===== config.mk =====
export PLATFORM = sky130hd
export DESIGN_NAME = cpuCore
export DESIGN_NICKNAME = d
export VERILOG_FILES = /design/src/cpuPkg.sv /design/src/instrFetch.sv /design/src/instrDecode.sv /design/src/regFile.sv /design/src/execute.sv /design/src/cpuCore.sv
export SDC_FILE = /design/constraint.sdc
export NUM_CORES = 2
export LEC_CHECK = 0
export BUFFER_PORTS_ARGS = -buffer_cell sky130_fd_sc_hd__buf_2
export CORE_ASPECT_RATIO = 1.4
export CORE_UTILIZATION = 45
export CTS_BUF_LIST = sky130_fd_sc_hd__clkbuf_4 sky130_fd_sc_hd__clkbuf_8 sky130_fd_sc_hd__clkbuf_16
export DETAILED_ROUTE_END_ITERATION = 10
export SLEW_MARGIN = 10
export SYNTH_ARGS = -nofsm -noshare
export SYNTH_HDL_FRONTEND = slang
export SYNTH_SLANG_ARGS = --single-unit

===== constraint.sdc =====
create_clock -name Clock -period 5.1 [get_ports Clock]
set_clock_uncertainty 0.15 [all_clocks]
set_input_delay 1.02 -clock Clock [delete_from_list [all_inputs] [get_ports Clock]]
set_output_delay 1.02 -clock Clock [all_outputs]
set_load 0.05 [all_outputs]

===== src/cpuPkg.sv =====
/* Widths, opcodes and the two instruction formats of the core
   Pipeline register contents, writeback report and branch redirect */
package cpuPkg;

    //--------------------------------------------------------------------------
    // Widths
    //--------------------------------------------------------------------------

    // Word address into the instruction memory
    localparam int addrWidth = 16;
    // Register, operand and instruction width
    localparam int dataWidth = 32;
    // Architectural registers, r0 reads as zero
    localparam int regCount  = 32;

    //--------------------------------------------------------------------------
    // Instruction set
    //--------------------------------------------------------------------------

    // Any other value retires as a no-op
    typedef enum logic [5:0] {
        opAdd  = 6'h01,
        opSub  = 6'h02,
        opAnd  = 6'h03,
        opOr   = 6'h04,
        opAddi = 6'h08,
        opBeq  = 6'h10
    } opcodeE;

    // Register format, rd = rs1 op rs2
    typedef struct packed {
        opcodeE      opcode;
        logic [4:0]  rd;
        logic [4:0]  rs1;
        logic [4:0]  rs2;
        logic [10:0] unused;
    } rTypeS;

    // Immediate format, ADDI and BEQ
    // BEQ compares rd with rs1 and jumps to imm as a word address
    typedef struct packed {
        opcodeE      opcode;
        logic [4:0]  rd;
        logic [4:0]  rs1;
        logic [15:0] imm;
    } iTypeS;

    // Same word seen in either format, opcode and rd line up
    typedef union packed {
        rTypeS r;
        iTypeS i;
    } instrU;

    //--------------------------------------------------------------------------
    // Pipeline registers
    //--------------------------------------------------------------------------

    typedef struct packed {
        logic                 valid;
        logic [addrWidth-1:0] pc;
        instrU                instr;
    } ifIdS;

    typedef struct packed {
        logic                 valid;
        logic [addrWidth-1:0] pc;
        opcodeE               opcode;
        logic [4:0]           rd;
        logic [dataWidth-1:0] opA;
        logic [dataWidth-1:0] opB;
        // Sign-extended immediate
        logic [dataWidth-1:0] imm;
    } idExS;

    // Register write, also the retire report
    typedef struct packed {
        logic                 valid;
        logic [4:0]           idx;
        logic [dataWidth-1:0] data;
    } wbS;

    // Redirect from execute
    typedef struct packed {
        logic                 taken;
        logic [addrWidth-1:0] target;
    } branchS;

endpackage


===== src/instrFetch.sv =====
/* Fetch stage: program counter, stall hold, branch redirect
   and the fetch-to-decode pipeline register */
`timescale 1ns/1ps

module instrFetch (
    input  logic                         Clock,
    input  logic                         arstN,
    input  logic                         nStall,
    input  cpuPkg::branchS               branch,
    input  logic [cpuPkg::dataWidth-1:0] InstrMem,
    output logic [cpuPkg::addrWidth-1:0] InstrAddr,
    output cpuPkg::ifIdS                 ifId
);

    import cpuPkg::*;

    logic [addrWidth-1:0] pc;
    logic [addrWidth-1:0] pcNext;
    logic                 fetchOk;

    //--------------------------------------------------------------------------
    // Next PC
    //--------------------------------------------------------------------------

    // Redirect wins over stall
    always_comb begin
        if (branch.taken) begin
            pcNext = branch.target;
        end else if (nStall) begin
            pcNext = pc + 1'b1;
        end else begin
            pcNext = pc;
        end
    end

    always_ff @(posedge Clock or negedge arstN) begin
        if (!arstN) begin
            pc <= '0;
        end else begin
            pc <= pcNext;
        end
    end

    // Address bus reads zero while stalled
    assign InstrAddr = pc & {addrWidth{nStall}};

    //--------------------------------------------------------------------------
    // Fetch-to-decode register
    //--------------------------------------------------------------------------

    // Bubble on stall, squash the word behind a taken branch
    assign fetchOk = nStall & ~branch.taken;

    always_ff @(posedge Clock or negedge arstN) begin
        if (!arstN) begin
            ifId <= '0;
        end else begin
            ifId.valid <= fetchOk;
            ifId.pc    <= pc;
            ifId.instr <= InstrMem;
        end
    end

endmodule


===== src/instrDecode.sv =====
/* Decode stage: field extraction, register file reads
   and the decode-to-execute pipeline register */
`timescale 1ns/1ps

module instrDecode (
    input  logic                         Clock,
    input  logic                         arstN,
    input  cpuPkg::ifIdS                 ifId,
    input  cpuPkg::branchS               branch,
    output logic [4:0]                   rdIdxA,
    output logic [4:0]                   rdIdxB,
    input  logic [cpuPkg::dataWidth-1:0] rdDataA,
    input  logic [cpuPkg::dataWidth-1:0] rdDataB,
    output cpuPkg::idExS                 idEx
);

    import cpuPkg::*;

    instrU                instr;
    opcodeE               opcode;
    logic [dataWidth-1:0] immExt;

    //--------------------------------------------------------------------------
    // Field extraction
    //--------------------------------------------------------------------------

    assign instr  = ifId.instr;
    // Opcode sits in the same bits in both formats
    assign opcode = instr.r.opcode;

    // Immediate view, sign-extended to full width
    assign immExt = {{(dataWidth-16){instr.i.imm[15]}}, instr.i.imm};

    // Port A always reads rs1
    assign rdIdxA = instr.r.rs1;

    // BEQ compares rd against rs1, everything else wants rs2 on port B
    // For ADDI the B read is don't-care
    always_comb begin
        if (opcode == opBeq) begin
            rdIdxB = instr.i.rd;
        end else begin
            rdIdxB = instr.r.rs2;
        end
    end

    //--------------------------------------------------------------------------
    // Decode-to-execute register
    //--------------------------------------------------------------------------

    // Values come from regFile with the execute write already bypassed in
    always_ff @(posedge Clock or negedge arstN) begin
        if (!arstN) begin
            idEx <= '0;
        end else begin
            // Taken branch in execute kills the instruction now in decode
            idEx.valid  <= ifId.valid & ~branch.taken;
            idEx.pc     <= ifId.pc;
            idEx.opcode <= opcode;
            idEx.rd     <= instr.r.rd;
            idEx.opA    <= rdDataA;
            idEx.opB    <= rdDataB;
            idEx.imm    <= immExt;
        end
    end

endmodule


===== src/regFile.sv =====
/* 32 x 32 register file with two read ports and one write port
   and a write-through bypass from the execute stage */
`timescale 1ns/1ps

module regFile (
    input  logic                         Clock,
    input  logic                         arstN,
    input  cpuPkg::wbS                   wb,
    input  logic [4:0]                   rdIdxA,
    input  logic [4:0]                   rdIdxB,
    output logic [cpuPkg::dataWidth-1:0] rdDataA,
    output logic [cpuPkg::dataWidth-1:0] rdDataB
);

    import cpuPkg::*;

    logic [dataWidth-1:0] regs [regCount];

    // r0 never written
    always_ff @(posedge Clock or negedge arstN) begin
        if (!arstN) begin
            for (int i = 0; i < regCount; i++) begin
                regs[i] <= '0;
            end
        end else if (wb.valid && (wb.idx != 5'd0)) begin
            regs[wb.idx] <= wb.data;
        end
    end

    // r0 reads zero and a same-cycle write is forwarded over the stored value
    function automatic logic [dataWidth-1:0] readPort(input logic [4:0] idx);
        logic [dataWidth-1:0] value;
        if (idx == 5'd0) begin
            value = '0;
        end else if (wb.valid && (wb.idx == idx)) begin
            value = wb.data;
        end else begin
            value = regs[idx];
        end
        return value;
    endfunction

    // Re-evaluated on index, write port and stored value changes
    always_comb begin
        rdDataA = readPort(rdIdxA);
        rdDataB = readPort(rdIdxB);
    end

endmodule


===== src/execute.sv =====
/* Execute stage: ALU, branch resolution and flush request,
   register write and the registered writeback report */
`timescale 1ns/1ps

module execute (
    input  logic           Clock,
    input  logic           arstN,
    input  cpuPkg::idExS   idEx,
    output cpuPkg::wbS     wb,
    output cpuPkg::branchS branch,
    output cpuPkg::wbS     Writeback
);

    import cpuPkg::*;

    logic [dataWidth-1:0] result;
    logic                 writesReg;
    logic                 operandsEqual;

    //--------------------------------------------------------------------------
    // ALU
    //--------------------------------------------------------------------------

    always_comb begin
        case (idEx.opcode)
            opAdd:   result = idEx.opA + idEx.opB;
            opSub:   result = idEx.opA - idEx.opB;
            opAnd:   result = idEx.opA & idEx.opB;
            opOr:    result = idEx.opA | idEx.opB;
            opAddi:  result = idEx.opA + idEx.imm;
            // BEQ and unknown opcodes produce nothing
            default: result = '0;
        endcase
    end

    // Only the five arithmetic ops write, and never r0
    assign writesReg = idEx.valid
                     && (idEx.opcode inside {opAdd, opSub, opAnd, opOr, opAddi})
                     && (idEx.rd != 5'd0);

    // Straight into the regFile write port and its bypass
    assign wb.valid = writesReg;
    assign wb.idx   = idEx.rd;
    assign wb.data  = result;

    //--------------------------------------------------------------------------
    // Branch resolution
    //--------------------------------------------------------------------------

    assign operandsEqual = (idEx.opA == idEx.opB);

    // Absolute word target from the low immediate bits
    // Taken flushes decode and fetch at the next edge
    assign branch.taken  = idEx.valid && (idEx.opcode == opBeq) && operandsEqual;
    assign branch.target = idEx.imm[addrWidth-1:0];

    //--------------------------------------------------------------------------
    // Writeback report
    //--------------------------------------------------------------------------

    // One cycle behind the register write
    always_ff @(posedge Clock or negedge arstN) begin
        if (!arstN) begin
            Writeback <= '0;
        end else begin
            Writeback <= wb;
        end
    end

endmodule


===== src/cpuCore.sv =====
/* Top level of the three-stage core
   Fetch, decode, register file and execute on one memory port */
`timescale 1ns/1ps

module cpuCore (
    input  logic                         Clock,
    input  logic                         arstN,
    input  logic                         nStall,
    input  logic [cpuPkg::dataWidth-1:0] InstrMem,
    output logic [cpuPkg::addrWidth-1:0] InstrAddr,
    output cpuPkg::wbS                   Writeback
);

    import cpuPkg::*;

    // Stage-to-stage registers
    ifIdS   ifId;
    idExS   idEx;
    // Execute results fed back
    wbS     wb;
    branchS branch;
    // Register file read ports
    logic [4:0]           rdIdxA;
    logic [4:0]           rdIdxB;
    logic [dataWidth-1:0] rdDataA;
    logic [dataWidth-1:0] rdDataB;

    //--------------------------------------------------------------------------
    // Stages
    //--------------------------------------------------------------------------

    instrFetch uFetch (
        .Clock(Clock), .arstN(arstN), .nStall(nStall), .branch(branch),
        .InstrMem(InstrMem), .InstrAddr(InstrAddr), .ifId(ifId)
    );

    instrDecode uDecode (
        .Clock(Clock), .arstN(arstN), .ifId(ifId), .branch(branch),
        .rdIdxA(rdIdxA), .rdIdxB(rdIdxB),
        .rdDataA(rdDataA), .rdDataB(rdDataB), .idEx(idEx)
    );

    // Written from execute, read from decode
    regFile uRegFile (
        .Clock(Clock), .arstN(arstN), .wb(wb),
        .rdIdxA(rdIdxA), .rdIdxB(rdIdxB),
        .rdDataA(rdDataA), .rdDataB(rdDataB)
    );

    execute uExecute (
        .Clock(Clock), .arstN(arstN), .idEx(idEx),
        .wb(wb), .branch(branch), .Writeback(Writeback)
    );

endmodule


; Word level (Yosys, flattened, before mapping)
; Index checks and enable logic that the tools add are counted.
[op_classes]
addsub = 4
magnitude_cmp = 4
eq_ne = 10
n_mux = 17
n_bitwise = 9
n_reduce_logical = 13
[op_table]
columns = op, n
row1 = 1024-bit bitwise mux, 1
row2 = 32-bit binary-select mux with 5-bit select, 2
row3 = 32-bit two-way mux, 9
row4 = 32-bit demux with 5-bit select, 1
row5 = 32-bit one-hot mux with 5 select lines, 1
row6 = 32-bit adder, 2
row7 = 32-bit AND, 1
row8 = 32-bit == test, 1
row9 = 16-bit two-way mux, 2
row10 = 32-bit bitwise OR, 1
row11 = 32-bit subtractor, 1
row12 = "6-bit >= comparator, second input constant", 3
row13 = 5-bit inverter with 6-bit output, 3
row14 = "16-bit by 1-bit adder with 16-bit output, second input constant", 1
row15 = 16-bit AND, 1
row16 = "6-bit by 2-bit == test with 1-bit output, second input constant", 2
row17 = "6-bit by 5-bit == test with 1-bit output, second input constant", 2
row18 = 5-bit == test, 2
row19 = 5-bit zero test, 2
row20 = 5-bit nonzero test, 2
row21 = 1-bit logical AND, 8
row22 = "6-bit by 1-bit == test with 1-bit output, second input constant", 1
row23 = "6-bit by 3-bit == test with 1-bit output, second input constant", 1
row24 = "6-bit by 4-bit == test with 1-bit output, second input constant", 1
row25 = other kinds (5), 6
[totals]
ff_bits = 1203
output_inout_bits = 54
elab_cells = 101

; Longest topological paths before layout
[depth]
ltp_word = 8
depth_mapped = 18
ltp_nobuf = 15

; Modules after synthesis
; A second synthesis with hierarchy kept.
[hier_totals]
cells_unflattened = 4990
area_unflattened_um2 = 67377.1
[modules_own_cells]
columns = mod, n_inst, cells_each, area_each_um2, seq_area_each_um2
row1 = regFile, 1, 3868, 55560.8, 25624.6
row2 = execute, 1, 820, 6621.4, 950.9
row3 = instrDecode, 1, 137, 2946.6, 2702.6
row4 = instrFetch, 1, 165, 2248.4, 1626.6

; Least setup slack after synthesis
; Ideal clock, no wire load.
[synth_timing]
path_type = reg2reg
from = reg, netlist name uDecode.idEx[101]
to = reg, netlist name uDecode.idEx[60]
setup_ps = 132
t_arrival_ps = 4009
required_ps = 4818
path_slack_ps = 809
path_stages_with_launch = 19
n_path_buf = 3
cell_sequence = dfrtp_1 > clkbuf_1 > nor2_1 > nand4b_1 > clkbuf_1 > mux2_2 > ha_1 > inv_1 > fa_1 > nor2b_1 > o31a_1 > o211a_1 > o21ai_1 > a31oi_1 > xor2_1 > a221oi_1 > a21boi_1 > clkbuf_1 > o21ai_1
[synth_between]
elab_chain_cells = 7
word_cells_on_any_way = 12
[synth_lines]
columns = element, line
row1 = "6-bit by 1-bit == test with 1-bit output, or another cell as far along", "execute.sv:25, execute.sv:38"
row2 = 5-bit nonzero test, execute.sv:38  ; && (idEx.opcode inside {opAdd, opSub, opAnd, opOr, opAddi})
row3 = 1-bit logical AND, execute.sv:38
row4 = 1-bit logical AND, execute.sv:39  ; && (idEx.rd != 5'd0);
row5 = 1-bit logical AND, regFile.sv:35  ; end else if (wb.valid && (wb.idx == idx)) begin
row6 = 32-bit two-way mux *, regFile.sv:35
row7 = 32-bit two-way mux *, regFile.sv:33  ; if (idx == 5'd0) begin
row8 = via rdDataB[28], cpuCore.sv:26  ; logic [dataWidth-1:0] rdDataB;
; Mark *: on every way through the listed nets, which the timed path passes. The rest lies on a longest branch.
; A chain may end at the register's enable or synchronous reset.

; Final worst setup path
[layout_timing]
from = reg, netlist name uDecode.idEx[102]
to = reg uRegFile.regs[284] in the netlist's numbering
[layout_between]
elab_chain_cells = 5
word_cells_on_any_way = 11
[layout_lines]
columns = element, line
row1 = "6-bit by 1-bit == test with 1-bit output, or another cell as far along", "execute.sv:25, execute.sv:38"
row2 = 5-bit nonzero test, execute.sv:38
row3 = 1-bit logical AND, execute.sv:38
row4 = 1-bit logical AND, execute.sv:39
row5 = 1-bit logical AND, regFile.sv:25  ; end else if (wb.valid && (wb.idx != 5'd0)) begin
row6 = "to (signal, indexed assignment)", regFile.sv:26  ; regs[wb.idx] <= wb.data;
row7 = to (decl), regFile.sv:17  ; logic [dataWidth-1:0] regs [regCount];
; Several ways; a longest one is shown, not always the timed one.

==> report_table.html <==
<table>
<tr><th>Metric</th><th>Value</th></tr>
<tr><th colspan="2">Setup path</th></tr>
<tr><td>Total buffers and inverters traversed by the critical path</td><td>4</td></tr>
<tr><td>Cell with the largest stage delay on the worst path</td><td>dfrtp_1</td></tr>
<tr><td>Cell repeated most along the worst path</td><td>buf_4</td></tr>
<tr><td>Cell family contributing the most delay on the critical path</td><td>compound AO/OA/AOI/OAI gates</td></tr>
<tr><td>List of cells traversed by the critical path</td><td>nor2_1 -&gt; nand4b_1 -&gt; buf_12 -&gt; mux2_2 -&gt; ha_1 -&gt; inv_1 -&gt; fa_1 -&gt; nor2b_1 -&gt; o31a_1 -&gt; buf_4 -&gt; o211a_1 -&gt; o21ai_1 -&gt; a31oi_1 -&gt; xor2_1 -&gt; a221oi_1 -&gt; a21boi_2 -&gt; buf_4 -&gt; o21ai_0</td></tr>
<tr><td>Worst-path fanout max</td><td>34</td></tr>
<tr><td>Setup slack of the worst register-to-register path</td><td>0.24 ns</td></tr>
<tr><td>Count of cell instances traversed by the critical path</td><td>18</td></tr>
<tr><td>Startpoint-to-endpoint class of the critical path</td><td>flip-flop to flip-flop</td></tr>
<tr><td>Worst endpoint data arrival time</td><td>5.35 ns</td></tr>
<tr><td>Startpoint type of the worst setup path</td><td>flip-flop</td></tr>
<tr><td>Slowest stage delay, CP</td><td>0.45 ns</td></tr>
<tr><td>Crit path capture type</td><td>flip-flop</td></tr>
<tr><td>Required arrival time at the worst endpoint</td><td>5.59 ns</td></tr>
<tr><td>Count of cells along the worst register-to-register path</td><td>18</td></tr>
<tr><th colspan="2">Floorplan</th></tr>
<tr><td>Initial standard-cell utilization of the core</td><td>0.453</td></tr>
<tr><td>Height of the die</td><td>451 microns</td></tr>
<tr><td>Number of top-level pins</td><td>89</td></tr>
<tr><td>Die area</td><td>145,000 sq um</td></tr>
<tr><td>Core outline area</td><td>143,000 sq um</td></tr>
<tr><td>Chip Width</td><td>322 microns</td></tr>
<tr><td>Std-Cell Rows</td><td>164</td></tr>
<tr><th colspan="2">Global route</th></tr>
<tr><td>Largest net degree at the start of global routing</td><td>133</td></tr>
<tr><td>Wire length of the first global-routing pass</td><td>349,000 microns</td></tr>
<tr><td>Vias in the first global route</td><td>52,100</td></tr>
<tr><td>Global Route Usage Sum</td><td>0.327</td></tr>
<tr><td>Total gr overflow</td><td>0</td></tr>
<tr><td>Initial antenna violation count</td><td>11</td></tr>
<tr><th colspan="2">Worst hold path</th></tr>
<tr><td>Worst hold path type</td><td>input port to async pin</td></tr>
<tr><th colspan="2">STA</th></tr>
<tr><td>Minimum period implied by the final worst setup slack</td><td>4.86 ns</td></tr>
<tr><td>Post-route setup TNS</td><td>0 ns</td></tr>
<tr><td>Slew @ Worst Pin</td><td>1.27 ns</td></tr>
<tr><td>Final Hold Viols</td><td>0</td></tr>
<tr><td>Slack of the critical path</td><td>0.244 ns</td></tr>
<tr><td>Max_slew headroom</td><td>0.155</td></tr>
<tr><td>Fin. max-slew vios</td><td>0</td></tr>
<tr><td>Final number of setup-violating endpoints</td><td>0</td></tr>
<tr><td>Period utilization</td><td>0.952</td></tr>
<tr><td>Top achievable clock speed</td><td>206 MHz</td></tr>
<tr><td>RSZ-0062 raised after global routing</td><td>no</td></tr>
<tr><th colspan="2">Logic synthesis</th></tr>
<tr><td>Post-Synthesis Net Count</td><td>6,788</td></tr>
<tr><td>Synth top cells by count</td><td>nand2_1, dfrtp_1, o21ai_0</td></tr>
<tr><td>Mapped Area</td><td>64,700 sq um</td></tr>
<tr><td>Number of synthesized flops with an enable pin</td><td>0</td></tr>
<tr><td>Warning count from the yosys run</td><td>0</td></tr>
<tr><td>Cell types with the largest area share after synthesis</td><td>dfrtp_1, mux4_2, nand2_1</td></tr>
<tr><td>Cell with the most instances after synthesis</td><td>nand2_1</td></tr>
<tr><td>Main synth FF type</td><td>dfrtp_1</td></tr>
<tr><td>Synthesized instance count</td><td>6,619</td></tr>
<tr><td>Distinct cell type count of the synthesized netlist</td><td>85</td></tr>
<tr><td>Async set-reset flop share out of synthesis</td><td>1.00</td></tr>
<tr><td>Yosys reg bits</td><td>1,203</td></tr>
<tr><td>Cell accounting for the most synthesized area</td><td>dfrtp_1</td></tr>
<tr><td>Post-synthesis sequential area ratio</td><td>0.466</td></tr>
<tr><td>Mean Syn Cell Area</td><td>9.77 sq um</td></tr>
<tr><td>Post-synth top area share</td><td>0.466</td></tr>
<tr><th colspan="2">Drt</th></tr>
<tr><td>Via count</td><td>53,100</td></tr>
<tr><td>Initial drt markers</td><td>6,172</td></tr>
<tr><td>DRC violations left</td><td>0</td></tr>
<tr><td>Pre-Repair DR Iteration Count</td><td>8</td></tr>
<tr><td>Total detailed-routing wirelength</td><td>236,000 microns</td></tr>
<tr><td>Ratio of routed vias to standard cells</td><td>6.28</td></tr>
<tr><td>Average wire per cell in the routed design</td><td>27.9 microns</td></tr>
<tr><td>Detail Route Antenna Nets</td><td>0</td></tr>
<tr><th colspan="2">Layout</th></tr>
<tr><td>Fraction of layout cells with a size suffix above 1</td><td>0.167</td></tr>
<tr><td>Post-layout nets</td><td>6,611</td></tr>
<tr><td>Utilization after layout</td><td>0.506</td></tr>
<tr><td>Area Overhead vs Synth</td><td>11.5%</td></tr>
<tr><th colspan="2">Power</th></tr>
<tr><td>Worst supply voltage drop on vdd</td><td>0.278 mV</td></tr>
<tr><td>Cell leakage power</td><td>30.6 nW</td></tr>
<tr><td>Total power density per cell area</td><td>301 nW/um^2</td></tr>
<tr><td>Power consumption</td><td>21.7 mW</td></tr>
<tr><th colspan="2">Clocking</th></tr>
<tr><td>Max clock buf depth</td><td>3</td></tr>
<tr><td>Post-CTS setup repair buffer count</td><td>0</td></tr>
<tr><td>CTS tree</td><td>done</td></tr>
<tr><td>H-tree levels</td><td>3</td></tr>
<tr><td>Reg clk slew, reported paths</td><td>0.07 ns</td></tr>
<tr><td>Buffer cell driving the clock tree root</td><td>clkbuf_16</td></tr>
<tr><td>Inserted Clock Buffers</td><td>119</td></tr>
<tr><td>Clk sink count</td><td>1,203</td></tr>
<tr><td>Clk_lat worst skew</td><td>0.81 ns</td></tr>
<tr><th colspan="2">Placed design</th></tr>
<tr><td>Half-perimeter wire length of the detailed placement result</td><td>147,000 microns</td></tr>
<tr><td>Number of buffer cells added on primary ports</td><td>88</td></tr>
<tr><td>Pre-CTS WS</td><td>0.206 ns</td></tr>
<tr><td>Weighted congestion at the end of routability-driven global placement</td><td>0.992</td></tr>
<tr><th colspan="2">Run</th></tr>
<tr><td>Max_cap viols</td><td>0</td></tr>
<tr><th colspan="2">Status</th></tr>
<tr><td>Run status</td><td>finished clean</td></tr>
</table>
## state kept, by name, summed over array words and instances (netlist names)
name and cells:
uExecute.Writeback 38, uFetch.ifId 33, uDecode.idEx 92, uFetch.pc 16, uRegFile.regs 1024
## area by class of cell
cell class / instances / area, sq um
antenna: 6 / 15.0
clock buffer: 176 / 3600
clock inverter: 42 / 512
fill: 13000 / 70500
inverter: 133 / 499
multi-input combinational: 4671 / 32300
sequential: 1203 / 30100
tap: 1909 / 2390
timing repair buffer: 314 / 2670
## cells by family (layout without fill, tap and decap cells)
| group | count (synthesis) | in the layout | share of synthesized area |
|---|---|---|---|
| muxes | 527 | 527 | 0.158 |
| DFF | 1203 | 1203 | 0.466 |
| AOI/OAI and AO/OA | 1594 | 1594 | 0.144 |
| other | 0 | 6 | 0 |
| and+or+nand+nor | 2340 | 2340 | 0.150 |
| buffers and inverters | 745 | 665 | 0.0450 |
| adders and majority gates | 134 | 134 | 0.0262 |
| xor gates and xnor gates | 76 | 76 | 0.0103 |
## power breakdown
part	internal [mW]	leakage (nW)	switching [mW]	total, mW
sequential	9.75	16.5	0.267	10.0
combinational	0.780	12.0	1.57	2.35
clock	5.31	2.06	4.03	9.34
total	15.8	30.6	5.88	21.7
## per-layer routing
metal / vias up / track usage / wire length (microns)
met5: - / 0 / 49
met4: 8 / 0.169 / 13100
met3: 617 / 0.0599 / 22200
met2: 2799 / 0.503 / 107000
met1: 26600 / 0.441 / 93100
li1: 23000 / - / -
## what timing repair did
action | CTS | global route
hold buffers | 0 | 0
resized for setup | 0 | 1
setup endpoints to repair | 0 | 34
hold endpoints to repair | 0 | 0
## placed cells by master (no fill, tap or decap), types with 13 or more instances in the layout
master	count
a211oi_1	81
a21o_1	36
a21oi_1	223
a221oi_4	13
a222oi_1	15
a31oi_1	148
a32oi_1	39
and2_1	22
buf_12	42
buf_2	87
buf_4	185
clkbuf_16	120
clkbuf_4	27
clkbuf_8	29
clkinv_2	17
dfrtp_1	1198
ha_1	132
inv_1	133
mux2_2	25
mux2i_1	102
mux4_2	393
nand2_1	1525
nand2_4	24
nand2b_1	14
nand3_1	233
nand4_1	55
nor2_1	293
nor2b_1	47
nor3_1	34
nor4_1	19
o21ai_0	851
o21ai_1	25
o21ai_2	31
o22ai_1	19
xnor2_1	49
xor2_1	27
## through the flow
| stage | instances | instance area (sq um) | hold slack, ns |
|---|---|---|---|
| 2_1_floorplan | 6619 | 64700 | 0.181 |
| 3_3_place_gp | 8230 | 68000 | 0.186 |
| 3_5_place_dp | 8230 | 68000 | 0.186 |
| 4_1_cts | 8448 | 72100 | 0.0355 |
| 5_1_grt | 8449 | 72100 | 0.0562 |
| 6_report | 8454 | 72100 | 0.0214 |
## path summary, 6_finish.rpt
path                                       to              start
min                        uRegFile.regs[225]              arstN
min in group Clock             uFetch.ifId[7]        InstrMem[7]
max in group asynchronous  uRegFile.regs[537]              arstN
max                        uRegFile.regs[284]  uDecode.idEx[102]
max reg2reg                uRegFile.regs[284]  uDecode.idEx[102]
min reg2reg                   uDecode.idEx[4]     uFetch.ifId[4]
Power figures use the tool's default switching activity.
